`src/rtl/lane_fifo_pkg.sv`:
```
// Shared sizes for the four-lane ordered buffer.
// LANE_DEPTH must stay a power of two because the lane pointers wrap freely.
`default_nettype none

package lane_fifo_pkg;

    // Payload word
    localparam int DATA_WIDTH = 12;

    // Pointer width inside one lane
    localparam int ADDR_WIDTH = 4;

    // Words per lane is always 2**ADDR_WIDTH
    localparam int LANE_DEPTH = 1 << ADDR_WIDTH;

    // One extra bit so that a full lane is distinct from an empty one
    localparam int COUNT_WIDTH = ADDR_WIDTH + 1;

    // Lane count and rotation index width
    localparam int NUM_LANES = 4;
    localparam int LANE_SEL_WIDTH = 2;

endpackage

`default_nettype wire
```
`src/rtl/lane_fifo_top.sv`:
```
// Four-lane ordered buffer holding 64 words with valid/ready on both sides.
// Input ready can combinationally follow out_ready when the buffer is full.
`timescale 1ns/1ps
`default_nettype none

module lane_fifo_top
    import lane_fifo_pkg::*;
(
    input  logic                  clk,
    input  logic                  rst,

    input  logic                  in_valid,
    input  logic [DATA_WIDTH-1:0] in_data,
    output logic                  in_ready,

    output logic                  out_valid,
    output logic [DATA_WIDTH-1:0] out_data,
    input  logic                  out_ready,

    output logic                  all_empty
);

    // Dispatcher to lanes
    logic [NUM_LANES-1:0]                 lane_wr_valid;
    logic [DATA_WIDTH-1:0]                lane_wr_data;
    logic [NUM_LANES-1:0]                 lane_wr_ready;

    // Lanes to collector
    logic [NUM_LANES-1:0]                 lane_rd_valid;
    logic [NUM_LANES-1:0][DATA_WIDTH-1:0] lane_rd_data;
    logic [NUM_LANES-1:0]                 lane_rd_ready;

    lane_dispatch u_dispatch (
        .clk           (clk),
        .rst           (rst),
        .in_valid      (in_valid),
        .in_data       (in_data),
        .in_ready      (in_ready),
        .lane_wr_valid (lane_wr_valid),
        .lane_wr_data  (lane_wr_data),
        .lane_wr_ready (lane_wr_ready)
    );

    for (genvar i = 0; i < NUM_LANES; i++) begin : g_lane
        fifo_lane u_lane (
            .clk      (clk),
            .rst      (rst),
            .wr_valid (lane_wr_valid[i]),
            .wr_data  (lane_wr_data),
            .wr_ready (lane_wr_ready[i]),
            .rd_valid (lane_rd_valid[i]),
            .rd_data  (lane_rd_data[i]),
            .rd_ready (lane_rd_ready[i])
        );
    end

    lane_collect u_collect (
        .clk           (clk),
        .rst           (rst),
        .lane_rd_valid (lane_rd_valid),
        .lane_rd_data  (lane_rd_data),
        .lane_rd_ready (lane_rd_ready),
        .out_valid     (out_valid),
        .out_data      (out_data),
        .out_ready     (out_ready),
        .all_empty     (all_empty)
    );

endmodule

`default_nettype wire

```
`src/rtl/lane_collect.sv`:
```
// Read side of the lane rotation. Lanes are drained in the same turn order
// as the dispatcher fills them, which keeps the words in arrival order.
`timescale 1ns/1ps
`default_nettype none

module lane_collect
    import lane_fifo_pkg::*;
(
    input  logic                                  clk,
    input  logic                                  rst,

    // Lane read ports
    input  logic [NUM_LANES-1:0]                  lane_rd_valid,
    input  logic [NUM_LANES-1:0][DATA_WIDTH-1:0]  lane_rd_data,
    output logic [NUM_LANES-1:0]                  lane_rd_ready,

    // Downstream side
    output logic                                  out_valid,
    output logic [DATA_WIDTH-1:0]                 out_data,
    input  logic                                  out_ready,

    // Status
    output logic                                  all_empty
);

    logic [LANE_SEL_WIDTH-1:0] rd_sel;
    logic                      out_fire;

    // Head of the lane whose turn it is
    assign out_valid = lane_rd_valid[rd_sel];
    assign out_data  = lane_rd_data[rd_sel];

    // Ready goes back to the selected lane only
    always_comb begin
        for (int i = 0; i < NUM_LANES; i++) begin
            lane_rd_ready[i] = out_ready && (rd_sel == LANE_SEL_WIDTH'(i));
        end
    end

    assign out_fire = out_valid && out_ready;

    // Empty only when no lane holds a word
    assign all_empty = ~|lane_rd_valid;

    // Read rotation index
    always_ff @(posedge clk or posedge rst) begin
        if (rst) begin
            rd_sel <= '0;
        end else if (out_fire) begin
            if (rd_sel == LANE_SEL_WIDTH'(NUM_LANES - 1)) begin
                rd_sel <= '0;
            end else begin
                rd_sel <= rd_sel + 1'b1;
            end
        end
    end

endmodule

`default_nettype wire

```
`src/rtl/fifo_lane.sv`:
```
// Single circular buffer lane, first-word-fall-through on the read side.
// A full lane accepts a write only in a cycle where its head word is also taken.
`timescale 1ns/1ps
`default_nettype none

module fifo_lane
    import lane_fifo_pkg::*;
(
    input  logic                  clk,
    input  logic                  rst,

    // Write port
    input  logic                  wr_valid,
    input  logic [DATA_WIDTH-1:0] wr_data,
    output logic                  wr_ready,

    // Read port
    output logic                  rd_valid,
    output logic [DATA_WIDTH-1:0] rd_data,
    input  logic                  rd_ready
);

    // Storage and pointers
    logic [DATA_WIDTH-1:0]  mem [LANE_DEPTH];
    logic [ADDR_WIDTH-1:0]  wr_ptr;
    logic [ADDR_WIDTH-1:0]  rd_ptr;
    logic [COUNT_WIDTH-1:0] count;

    // Status
    logic full;
    logic empty;

    // Accepted transfers this cycle
    logic wr_do;
    logic rd_do;

    assign full  = (count == COUNT_WIDTH'(LANE_DEPTH));
    assign empty = (count == '0);

    // Head word is always on the output while the lane holds data
    assign rd_valid = !empty;
    assign rd_data  = mem[rd_ptr];

    // A read in the same cycle frees the slot the write needs
    assign wr_ready = !full || rd_ready;

    assign wr_do = wr_valid && wr_ready;
    assign rd_do = rd_valid && rd_ready;

    // Occupancy count
    always_ff @(posedge clk or posedge rst) begin
        if (rst) begin
            count <= '0;
        end else begin
            case ({wr_do, rd_do})
                2'b10: count <= count + 1'b1;
                2'b01: count <= count - 1'b1;
                default: count <= count;
            endcase
        end
    end

    // Write pointer wraps at LANE_DEPTH
    always_ff @(posedge clk or posedge rst) begin
        if (rst) begin
            wr_ptr <= '0;
        end else if (wr_do) begin
            wr_ptr <= wr_ptr + 1'b1;
        end
    end

    // Read pointer
    always_ff @(posedge clk or posedge rst) begin
        if (rst) begin
            rd_ptr <= '0;
        end else if (rd_do) begin
            rd_ptr <= rd_ptr + 1'b1;
        end
    end

    // Storage write
    // When full, wr_ptr equals rd_ptr and the old head is read out before the edge
    always_ff @(posedge clk) begin
        if (wr_do) begin
            mem[wr_ptr] <= wr_data;
        end
    end

endmodule

`default_nettype wire

```
`src/rtl/lane_dispatch.sv`:
```
// Write side of the lane rotation. Words go to lanes 0..NUM_LANES-1 in strict turn,
// so a stalled lane blocks the input even when other lanes have space.
`timescale 1ns/1ps
`default_nettype none

module lane_dispatch
    import lane_fifo_pkg::*;
(
    input  logic                  clk,
    input  logic                  rst,

    // Upstream side
    input  logic                  in_valid,
    input  logic [DATA_WIDTH-1:0] in_data,
    output logic                  in_ready,

    // Lane write ports
    output logic [NUM_LANES-1:0]  lane_wr_valid,
    output logic [DATA_WIDTH-1:0] lane_wr_data,
    input  logic [NUM_LANES-1:0]  lane_wr_ready
);

    logic [LANE_SEL_WIDTH-1:0] wr_sel;
    logic                      in_fire;

    // Only the selected lane sees the valid
    always_comb begin
        for (int i = 0; i < NUM_LANES; i++) begin
            lane_wr_valid[i] = in_valid && (wr_sel == LANE_SEL_WIDTH'(i));
        end
    end

    // Data bus is shared by all lanes
    assign lane_wr_data = in_data;

    // Back-pressure comes from the lane whose turn it is
    assign in_ready = lane_wr_ready[wr_sel];

    assign in_fire = in_valid && in_ready;

    // Write rotation index
    always_ff @(posedge clk or posedge rst) begin
        if (rst) begin
            wr_sel <= '0;
        end else if (in_fire) begin
            if (wr_sel == LANE_SEL_WIDTH'(NUM_LANES - 1)) begin
                wr_sel <= '0;
            end else begin
                wr_sel <= wr_sel + 1'b1;
            end
        end
    end

endmodule

`default_nettype wire

```
`config.mk`:
```
export PLATFORM = sky130hd
export DESIGN_NAME = lane_fifo_top
export DESIGN_NICKNAME = d
export VERILOG_FILES = /design/src/rtl/lane_fifo_pkg.sv /design/src/rtl/lane_fifo_top.sv /design/src/rtl/lane_collect.sv /design/src/rtl/fifo_lane.sv /design/src/rtl/lane_dispatch.sv
export SDC_FILE = /design/constraint.sdc
export NUM_CORES = 1
export LEC_CHECK = 0
export ABC_CLOCK_PERIOD_IN_PS = 3300
export BUFFER_PORTS_ARGS = -buffer_cell sky130_fd_sc_hd__buf_2
export CELL_PAD_IN_SITES_DETAIL_PLACEMENT = 2
export CELL_PAD_IN_SITES_GLOBAL_PLACEMENT = 2
export CORE_ASPECT_RATIO = 1.2
export CORE_MARGIN = 2
export CORE_UTILIZATION = 44
export DETAILED_ROUTE_END_ITERATION = 10
export GPL_ROUTABILITY_DRIVEN = 0
export GPL_TIMING_DRIVEN = 0
export HOLD_SLACK_MARGIN = 0.05
export PLACE_DENSITY_LB_ADDON = 0.25
export SKIP_LAST_GASP = 1
export SYNTH_ARGS = -nofsm -noshare
export SYNTH_HDL_FRONTEND = slang
export SYNTH_HIERARCHICAL = 1
export SYNTH_SLANG_ARGS = --single-unit
```
`constraint.sdc`:
```
create_clock -name clk -period 3.3 [get_ports clk]
set_input_delay 0.165 -clock clk [delete_from_list [all_inputs] [get_ports clk]]
set_output_delay 0.165 -clock clk [all_outputs]
set_load 0.005 [all_outputs]
```
# --- Word-level counts from Yosys, hierarchy flattened ---
# Memory sizes are Yosys's and may differ from the RTL's.
# Index checks and enable logic that the tools add are counted.
word_totals:
  ff_bits: 56
  ram_bits: 768
  elab_cells: 118
  memories: 4
memory_table:
  columns: ["name", "words", "width", "read_ports", "rd_ports_with_merged_regs", "wr", "line_no", "text"]
  rows:
  - ["g_lane[0].u_lane.mem", 16, 12, 1, 0, 1, "fifo_lane.sv:24", "logic [DATA_WIDTH-1:0] mem [LANE_DEPTH];"]
  - ["g_lane[1].u_lane.mem", 16, 12, 1, 0, 1, "fifo_lane.sv:24", null]
  - ["g_lane[2].u_lane.mem", 16, 12, 1, 0, 1, "fifo_lane.sv:24", null]
  - ["g_lane[3].u_lane.mem", 16, 12, 1, 0, 1, "fifo_lane.sv:24", null]
classes:
  add_sub_neg: 18
  magnitude_cmp: 2
  n_eq_ne: 18
  muxes: 20
  n_reduce_logical: 42
ops:
  columns: ["cell", "count"]
  rows:
  - ["$pmux W5 S2", 4]
  - ["$add A4 B1 Y4 const B", 8]
  - ["$bmux W12 S2", 1]
  - ["$add A5 B1 Y5 const B", 4]
  - ["$eq A5 B5 Y1 const B", 4]
  - ["$logic_not A5 Y1", 4]
  - ["$sub A5 B1 Y5 const B", 4]
  - ["$logic_and A1 B1 Y1", 18]
  - ["$eq A2 B2 Y1 const B", 8]
  - ["$eq A2 B1 Y1 const B", 6]
  - ["$mux W12", 1]
  - ["$mux W1", 10]
  - ["$logic_not A1 Y1", 9]
  - ["$reduce_bool A2 Y1", 4]
  - ["$lt A2 B3 Y1 const B", 2]
  - ["$add A2 B1 Y2 const B", 2]
  - ["$bmux W1 S2", 2]
  - ["$logic_not A2 Y1", 2]
  - ["$logic_or A1 B1 Y1", 4]
  - ["$mux W2", 2]
  - ["$reduce_or A4 Y1", 1]

# --- Longest topological paths before layout ---
# Gate-level depths: netlist of run 1.
logic_depth:
  ltp_word: 6
  mapped_depth: 17

# --- Hierarchy ---
# Netlist of run 1, hierarchy kept.
by_module_without_submodules:
  columns: ["module", "instances", "cells_each", "area_each_um2", "seq_area_each_um2"]
  rows:
  - ["fifo_lane", 4, 450, 8249.2, 6090.8]
  - ["lane_collect", 1, 44, 584.3, 50.0]
  - ["lane_dispatch", 1, 39, 320.3, 50.0]

# --- Worst setup path before layout of run 1 ---
# Ideal clock, no wire load.
synth_timing:
  kind: "reg-to-reg"
  startpoint: "reg u_collect.rd_sel[0]"
  endpoint: "reg g_lane[2].u_lane.count[4]"
  t_arrival_ns: 2.969
  t_required_ns: 3.177
  setup_slack_ns: 0.208
  stages_incl_launch_ff: 18
  n_path_buf: 3
  cell_sequence: "dfrtp_1 > buf_6 > buf_12 > inv_1 > ha_1 > and2_1 > nand3b_1 > and2_1 > buf_6 > inv_1 > ha_1 > inv_1 > fa_1 > nor2b_1 > o21ai_0 > nand3_1 > or3b_1 > xnor2_1"
synth_via:
  elab_chain_cells: 6
synth_rtl:
  columns: ["element", "line_no", "text"]
  rows:
  - ["start: declaration", "lane_collect.sv:26", "logic [LANE_SEL_WIDTH-1:0] rd_sel;"]
  - ["start signal: assignment", "lane_collect.sv:53", "rd_sel <= rd_sel + 1'b1;"]
  - ["$eq A2 B2 Y1 (*)", "lane_collect.sv:36", "lane_rd_ready[i] = out_ready && (rd_sel == LANE_SEL_WIDTH'(i));"]
  - ["$logic_and A1 B1 Y1 (*)", "lane_collect.sv:36", null]
  - ["net lane_rd_ready[2]", "lane_fifo_top.sv:31", "logic [NUM_LANES-1:0] lane_rd_ready;"]
  - ["$logic_or A1 B1 Y1 (*)", "fifo_lane.sv:45", "assign wr_ready = !full || rd_ready;"]
  - ["net lane_wr_ready[2]", "lane_fifo_top.sv:26", "logic [NUM_LANES-1:0] lane_wr_ready;"]
  - ["$logic_and A1 B1 Y1 (*)", "fifo_lane.sv:47", "assign wr_do = wr_valid && wr_ready;"]
  - ["$eq A2 B1 Y1 / $eq A2 B2 Y1 (equally long branches)", "fifo_lane.sv:55", "case ({wr_do, rd_do})"]
  - ["$pmux W5 S2 / $reduce_bool A2 Y1 (equally long branches)", null, null]
  - ["end signal: assignment", "fifo_lane.sv:56", "2'b10: count <= count + 1'b1;"]
  - ["end signal: assignment", "fifo_lane.sv:57", "2'b01: count <= count - 1'b1;"]
  - ["end signal: assignment", "fifo_lane.sv:58", "default: count <= count;"]
  - ["end: declaration", "fifo_lane.sv:27", "logic [COUNT_WIDTH-1:0] count;"]
# Mark *: on every way through the listed nets, which the timed path passes. The rest lies on a longest branch.
# A chain may end at the register's enable or synchronous reset.

==> impl_metrics.json, run 1 <==
{
  "pwr_density_cell_nw_per_um2": 902,
  "cts_num_sinks": 824,
  "insertedDiodeCount": 0,
  "worst_r2r_startpoint": "u_collect/rd_sel[0]",
  "setup.reg_to_reg.worst_slack_ns": 0.07,
  "crit_type": "reg2out",
  "initial_core_util": 0.444,
  "rsz0062_at_grt": "yes",
  "vdd_ir_drop_max_v": 0.000408,
  "initialDrtViolationCount": 1592,
  "postSynthNetCount": 1947,
  "max_cap_violation_count": 0,
  "worst_setup_path_end_kind": "output pin",
  "fin_skew_ns": 0.0196,
  "leading_cell_type_in_the_layout_fill_and_taps_excluded": "edfxtp_1",
  "grt_antenna_before_repair": 3,
  "tritoncts": "yes",
  "dp_hpwl_um": 64000,
  "hold_class": "in2async",
  "synth_async_sr_flop_share": 0.0680,
  "synth_cell_types": 40,
  "hold_viol_final": 0,
  "core-area_um2": 76400,
  "number_of_global_route_vias_before_repair": 20277,
  "timing.critical_path.from_type": "flip-flop",
  "synthCells": 1883,
  "root_buffer": "clkbuf_16",
  "global_route.overflow_total": 0,
  "pin_count_of_the_biggest_net_entering_global_routing": 65,
  "num-nets-final": 2089,
  "slew_headroom": 0.115,
  "tightestPinTransition_ns": 1.32,
  "cts.htree.levels": 3,
  "cp_cell_sequence": "buf_6, buf_8, mux2i_1, a221oi_1, o21ai_0, nand2_1, mux4_2, buf_2",
  "detailedRoute.firstPassIterationCount": 5,
  "slowest_stage": "a221oi_1",
  "cp-startpoint": "g_lane[1].u_lane/rd_ptr[0]",
  "post-route-min-period_ns": 3.30,
  "proportion_of_synthesized_chip_area_in_sequential_cells": 0.722,
  "syn_to_final_growth_pct": 15.8,
  "mean_syn_cell_area_um2": 18.0,
  "io_buffer_count": 18,
  "num_rows": 111,
  "mappedNetlistArea_um2": 33900,
  "die_y_um": 308,
  "detail_route.drc_violations": 0,
  "cts_made_buffers": 83,
  "worst-r2r-cell-count": 16,
  "synth-warning-count": 6,
  "detailroute.via_count": 18426,
  "fin_ws_ns": -0.00195,
  "die_x_um": 257,
  "synth-edff-count": 768,
  "critPathMaxStageDelay_ns": 0.64,
  "status": "complete, but fails checks",
  "drv_slew": 0,
  "timing.critical_path.arrival_ns": 3.14,
  "drtAntennaViolNets": 0,
  "setup-tns-final_ns": -0.00195,
  "groute.usage.overall": 0.257,
  "ios": 31,
  "violations_in_the_final_reports": "setup timing",
  "clkLatencyLatePin_ns": 0.66,
  "place_inst": 2934,
  "power.leakage_nw": 13.2,
  "timing.final.setup_violations": 1,
  "critPathRequiredTime_ns": 3.13,
  "timing.fmax_ghz": 0.303,
  "routed_wl_um": 102000,
  "cts.path.max_buffers": 3,
  "ys_seq_elements": 824,
  "post_layout_nonfiller_instances": 3112,
  "final_cell_mix": "edfxtp_1 (768), mux2i_1 (129), mux4_2 (108), clkbuf_16 (91), o21ai_0 (72)",
  "design.die.area_um2": 79300,
  "timing.rr.end": "g_lane[2].u_lane/count[4]",
  "clkSlewWorstSetupHoldPaths_ns": 0.06,
  "grt_pass1_wl_um": 147000,
  "worst-path-max-fanout": 10,
  "ys_dominant_reg_cell": "edfxtp_1",
  "finalCritPeriodShare": 1.00,
  "avgRoutedWirePerCell_um": 32.7,
  "drive_above_1_share": 0.283,
  "viasPerCell": 5.92
}
-- final cells by class --
type / count / area, um2
buffer: 111 / 1000
clock buffer: 125 / 2480
clock inverter: 30 / 270
fill: 6745 / 37100
inverter: 40 / 150
multi-input combinational: 907 / 9120
sequential: 824 / 24500
tap: 1017 / 1270
timing repair buffer: 58 / 493
-- cell usage after synthesis (all sizes together) (5+ instances only) --
master,n,area [um2]
edfxtp,768,23100
mux2i,150,1500
o21ai,114,571
mux4,108,2460
nand2,90,375
buf,76,659
a21oi,62,314
dfrtp,56,1400
mux2,54,623
nor2,52,195
a221oi,48,495
a22oi,48,360
ha,44,551
inv,40,150
clkbuf,36,135
xnor2,28,245
and2,20,125
nor3,16,80.1
nand2b,12,75.1
xor2,12,105
nand3,8,40.0
nand3b,8,60.1
nor2b,8,50.1
nor4,5,56.3
-- cell families after synthesis --
family / count (synthesis) / synth area share
xor gates and xnor gates: 40 / 0.0103
adders and majority gates: 48 / 0.0186
and+or+nand+nor: 229 / 0.0335
buffers and inverters: 152 / 0.0279
AOI/OAI and AO/OA: 278 / 0.0528
DFF: 824 / 0.722
muxes: 312 / 0.135
-- critical path, delay by kind of cell, from the launching register on --
family	cells	cell delay [ns]
AOI/OAI and AO/OA	2	0.93
buffers and inverters	3	0.47
muxes	2	0.46
DFF	1	0.44
and+or+nand+nor	1	0.20
-- routing by layer --
metal,vias to the layer above,wire (um),part of all wire,global-route usage
met2,590,53400,0.52,0.454
met5,-,0,0,0
met1,9973,40300,0.40,0.327
li1,7717,-,-,-
met3,146,5340,0.052,0.0385
met4,0,2790,0.027,0.0829
-- power by group --
group	leakage [nW]	switching (mW)	internal [mW]
Sequential	7.58	0.548	12.1
Clock	1.35	4.05	5.59
Combinational	4.29	7.76	5.33
Total	13.2	12.4	23.0
-- stage by stage --
stage / worst slack [ns] / power, mW / hold WS, ns / util / cell area, um2
2_1_floorplan: 0.208 / 20.0 / -0.0938 / - / 33900
3_3_place_gp: -0.849 / 23.7 / 0.210 / 0.462 / 35300
3_5_place_dp: -0.914 / 24.4 / 0.214 / 0.465 / 35500
4_1_cts: -0.0249 / 34.8 / 0.0765 / 0.507 / 38700
5_1_grt: -0.0738 / 36.7 / 0.145 / 0.514 / 39300
6_report: -0.00195 / 35.4 / 0.103 / 0.514 / 39300
-- registers in the layout, indices dropped and copies added, names as in the netlist --
signal / flops
g_lane.u_lane/rd_ptr: 16
g_lane.u_lane/mem: 768
u_dispatch/wr_sel: 2
u_collect/rd_sel: 2
g_lane.u_lane/count: 20
g_lane.u_lane/wr_ptr: 16
-- worst max-delay path by stage --
stage | end | slack, ns
floorplan | g_lane[2].u_lane/count[4] | 0.21
global placement | g_lane[2].u_lane/mem[2][8] | -0.85
detailed placement | g_lane[2].u_lane/count[4] | -0.91
CTS | out_data[6] | -0.02
global route | out_data[8] | -0.07
finish | out_data[11] | -0.002
-- timing repair --
| item | CTS | global route |
|---|---|---|
| gates cloned | 0 | 2 |
| setup buffers | 12 | 6 |
| endpoints found under the setup margin | 272 | 16 |
| hold buffers | 3 | 0 |
| gates resized for setup | 127 | 144 |
| pin swaps | 8 | 18 |
| hold endpoints to repair | 60 | 0 |
No activity file was read; power rests on OpenSTA's default activity.
==> run 2: changes to the inputs <==
--- a/config.mk
+++ b/config.mk
@@ -5,13 +5,13 @@
 export SDC_FILE = /design/constraint.sdc
 export NUM_CORES = 1
 export LEC_CHECK = 0
-export ABC_CLOCK_PERIOD_IN_PS = 3300
+export ABC_CLOCK_PERIOD_IN_PS = 3090
 export BUFFER_PORTS_ARGS = -buffer_cell sky130_fd_sc_hd__buf_2
 export CELL_PAD_IN_SITES_DETAIL_PLACEMENT = 2
 export CELL_PAD_IN_SITES_GLOBAL_PLACEMENT = 2
 export CORE_ASPECT_RATIO = 1.2
 export CORE_MARGIN = 2
-export CORE_UTILIZATION = 44
+export CORE_UTILIZATION = 45
 export DETAILED_ROUTE_END_ITERATION = 10
 export GPL_ROUTABILITY_DRIVEN = 0
 export GPL_TIMING_DRIVEN = 0
==> constraint.sdc (replaced) <==
create_clock -name clk -period 3.09 [get_ports clk]
set_input_delay 0.1545 -clock clk [delete_from_list [all_inputs] [get_ports clk]]
set_output_delay 0.1545 -clock clk [all_outputs]
set_load 0.005 [all_outputs]
==> run 2 against run 1 <==
Compared with the run above: the run still ends with setup timing left; highest routed layer is now met5; sequential power grew 7%; count of clock-buffer cells in the layout is 8 lower; power up 12%; hold slack lost 0.030 ns; cell area up 2.8%; die area is 2.2% lower; register-to-register slack worse by 0.14 ns; first-iteration DRC count is 13% higher; largest cell class unchanged; wire length rose by 4.5%; non-clock buffer count grew 31; combinational power grew 21%; final cell count is 0.64% higher.
==> impl_metrics.json, run 2 (synthesis results as in run 1) <==
{
  "violations_in_the_final_reports": "setup timing",
  "routed_wl_um": 106000,
  "ios": 31,
  "hold_class": "in2async",
  "grt_pass1_wl_um": 151000,
  "cp_cell_sequence": "buf_12, buf_12, mux2i_1, a221oi_2, a22oi_1, nand2_2, mux4_2, buf_2",
  "worst-path-max-fanout": 10,
  "pwr_density_cell_nw_per_um2": 983,
  "timing.critical_path.from_type": "flip-flop",
  "cts_made_buffers": 82,
  "groute.usage.overall": 0.274,
  "dp_hpwl_um": 63700,
  "place_inst": 2925,
  "slowest_stage": "mux4_2",
  "finalCritPeriodShare": 1.07,
  "cts.path.max_buffers": 3,
  "initialDrtViolationCount": 1791,
  "die_y_um": 305,
  "power.leakage_nw": 13.5,
  "timing.critical_path.arrival_ns": 3.16,
  "detailedRoute.firstPassIterationCount": 5,
  "cts.htree.levels": 3,
  "syn_to_final_growth_pct": 19.1,
  "io_buffer_count": 18,
  "worst_setup_path_end_kind": "output pin",
  "fin_ws_ns": -0.225,
  "critPathRequiredTime_ns": 2.94,
  "drive_above_1_share": 0.357,
  "hold_slack_ns": 0.0736,
  "cts_num_sinks": 824,
  "met1_usage": 0.354,
  "num-nets-final": 2119,
  "cp-startpoint": "g_lane[0].u_lane/rd_ptr[0]",
  "num_rows": 110,
  "core-area_um2": 74900,
  "timing.fmax_ghz": 0.302,
  "leading_cell_type_in_the_layout_fill_and_taps_excluded": "edfxtp_1",
  "post-route-min-period_ns": 3.32,
  "critPathMaxStageDelay_ns": 0.54,
  "design.die.area_um2": 77600,
  "max_flop_register": "g_lane.u_lane/mem",
  "crit_type": "reg2out",
  "biggestRegsByFlops": "g_lane.u_lane/mem x768, g_lane.u_lane/count x20",
  "worst_r2r_startpoint": "g_lane[2].u_lane/count[0]",
  "post_layout_nonfiller_instances": 3132,
  "final_cell_mix": "edfxtp_1 (768), mux2i_1 (108), mux4_2 (108), clkbuf_16 (92), nand2_1 (64)",
  "setup-tns-final_ns": -1.97,
  "detail_route.drc_violations": 0,
  "dp_slack_ns": -0.882,
  "number_of_global_route_vias_before_repair": 20589,
  "drtAntennaViolNets": 0,
  "tritoncts": "yes",
  "timing.final.setup_violations": 13,
  "vdd_ir_drop_max_v": 0.000506,
  "max_cap_violation_count": 0,
  "avgRoutedWirePerCell_um": 34.0,
  "grt_busiest_layer": "met2",
  "use_met2": 0.472,
  "fin_skew_ns": 0.0208,
  "clkLatencyLatePin_ns": 0.64,
  "setup.reg_to_reg.worst_slack_ns": -0.07,
  "largest_register_ff_count": 768,
  "detailroute.via_count": 18822,
  "status": "complete, but fails checks",
  "hold_viol_final": 0,
  "rsz0062_at_grt": "yes",
  "slew_headroom": 0.138,
  "insertedDiodeCount": 0,
  "layout.core_utilization": 0.539,
  "root_buffer": "clkbuf_16",
  "global_route.overflow_total": 0,
  "count_of_filler_cells_inserted_in_the_layout": 6462,
  "fin_area_um2": 40400,
  "die_x_um": 255,
  "global_route.usage.met3": 0.0395,
  "clkSlewWorstSetupHoldPaths_ns": 0.06,
  "viasPerCell": 6.01,
  "tightestPinTransition_ns": 1.29,
  "critical_path_s_most_frequent_cell": "buf_12",
  "initial_core_util": 0.453,
  "postPlaceCellArea_um2": 35500,
  "drv_slew": 0,
  "grt_antenna_before_repair": 5,
  "pin_count_of_the_biggest_net_entering_global_routing": 65,
  "report.power.total_mw": 39.7
}
run 2: changes by cell type in the layout (fill, tap and decap cells not counted), sizes merged:
cell / delta
clkinv: +5
bufbuf: +2
clkbuf: -9
buf: +30
inv: +1
run 2: worst max-delay path: cells and delay by family (launching register included):
kind | cells | cell delay [ns]
buf+inv | 3 | 0.52
flops | 1 | 0.48
mux | 2 | 0.85
compound gates | 2 | 0.50
simple gates | 1 | 0.16
run 2: path summary, 6_finish.rpt:
kind | to | cells after the start
min | u_dispatch/wr_sel[1] | 3
min in group clk | g_lane[3].u_lane/mem[13][6] | 1
min reg2reg | g_lane[0].u_lane/count[4] | 1
max reg2reg | g_lane[2].u_lane/count[4] | 11
max | out_data[1] | 8
max in group asynchronous | g_lane[3].u_lane/count[1] | 3
run 2: timing repair:
action / 4_1_cts / 5_1_grt
hold buffers: 3 / 0
hold endpoints to repair: 60 / 0
endpoints found under the setup margin: 489 / 278
pin swaps: 47 / 39
buffers inserted: 21 / 26
resized for setup: 318 / 203
gates cloned: 5 / 5
run 2: final cells by class:
cell class                 instances  area [um2]  area share
clock inverter                    36         312     0.00772
multi-input combinational        907        9740       0.241
clock buffer                     117        2370      0.0587
timing repair buffer              93         965      0.0239
buffer                           107        1090      0.0271
tap                             1008        1260      0.0312
inverter                          40         158     0.00391
sequential                       824       24500       0.606
run 2: where the power goes:
part	leakage (nW)	total, mW	switching, mW	internal (mW)
clock network	1.32	10.1	4.36	5.77
logic	4.64	15.9	9.15	6.78
registers	7.58	13.6	0.672	12.9
total	13.5	39.7	14.2	25.5
run 2: per-layer routing:
layer / up-vias / part of all wire
li1: 7801 / -
met5: - / 0.00025
met1: 10179 / 0.39
met4: 4 / 0.032
met3: 187 / 0.051
met2: 651 / 0.53
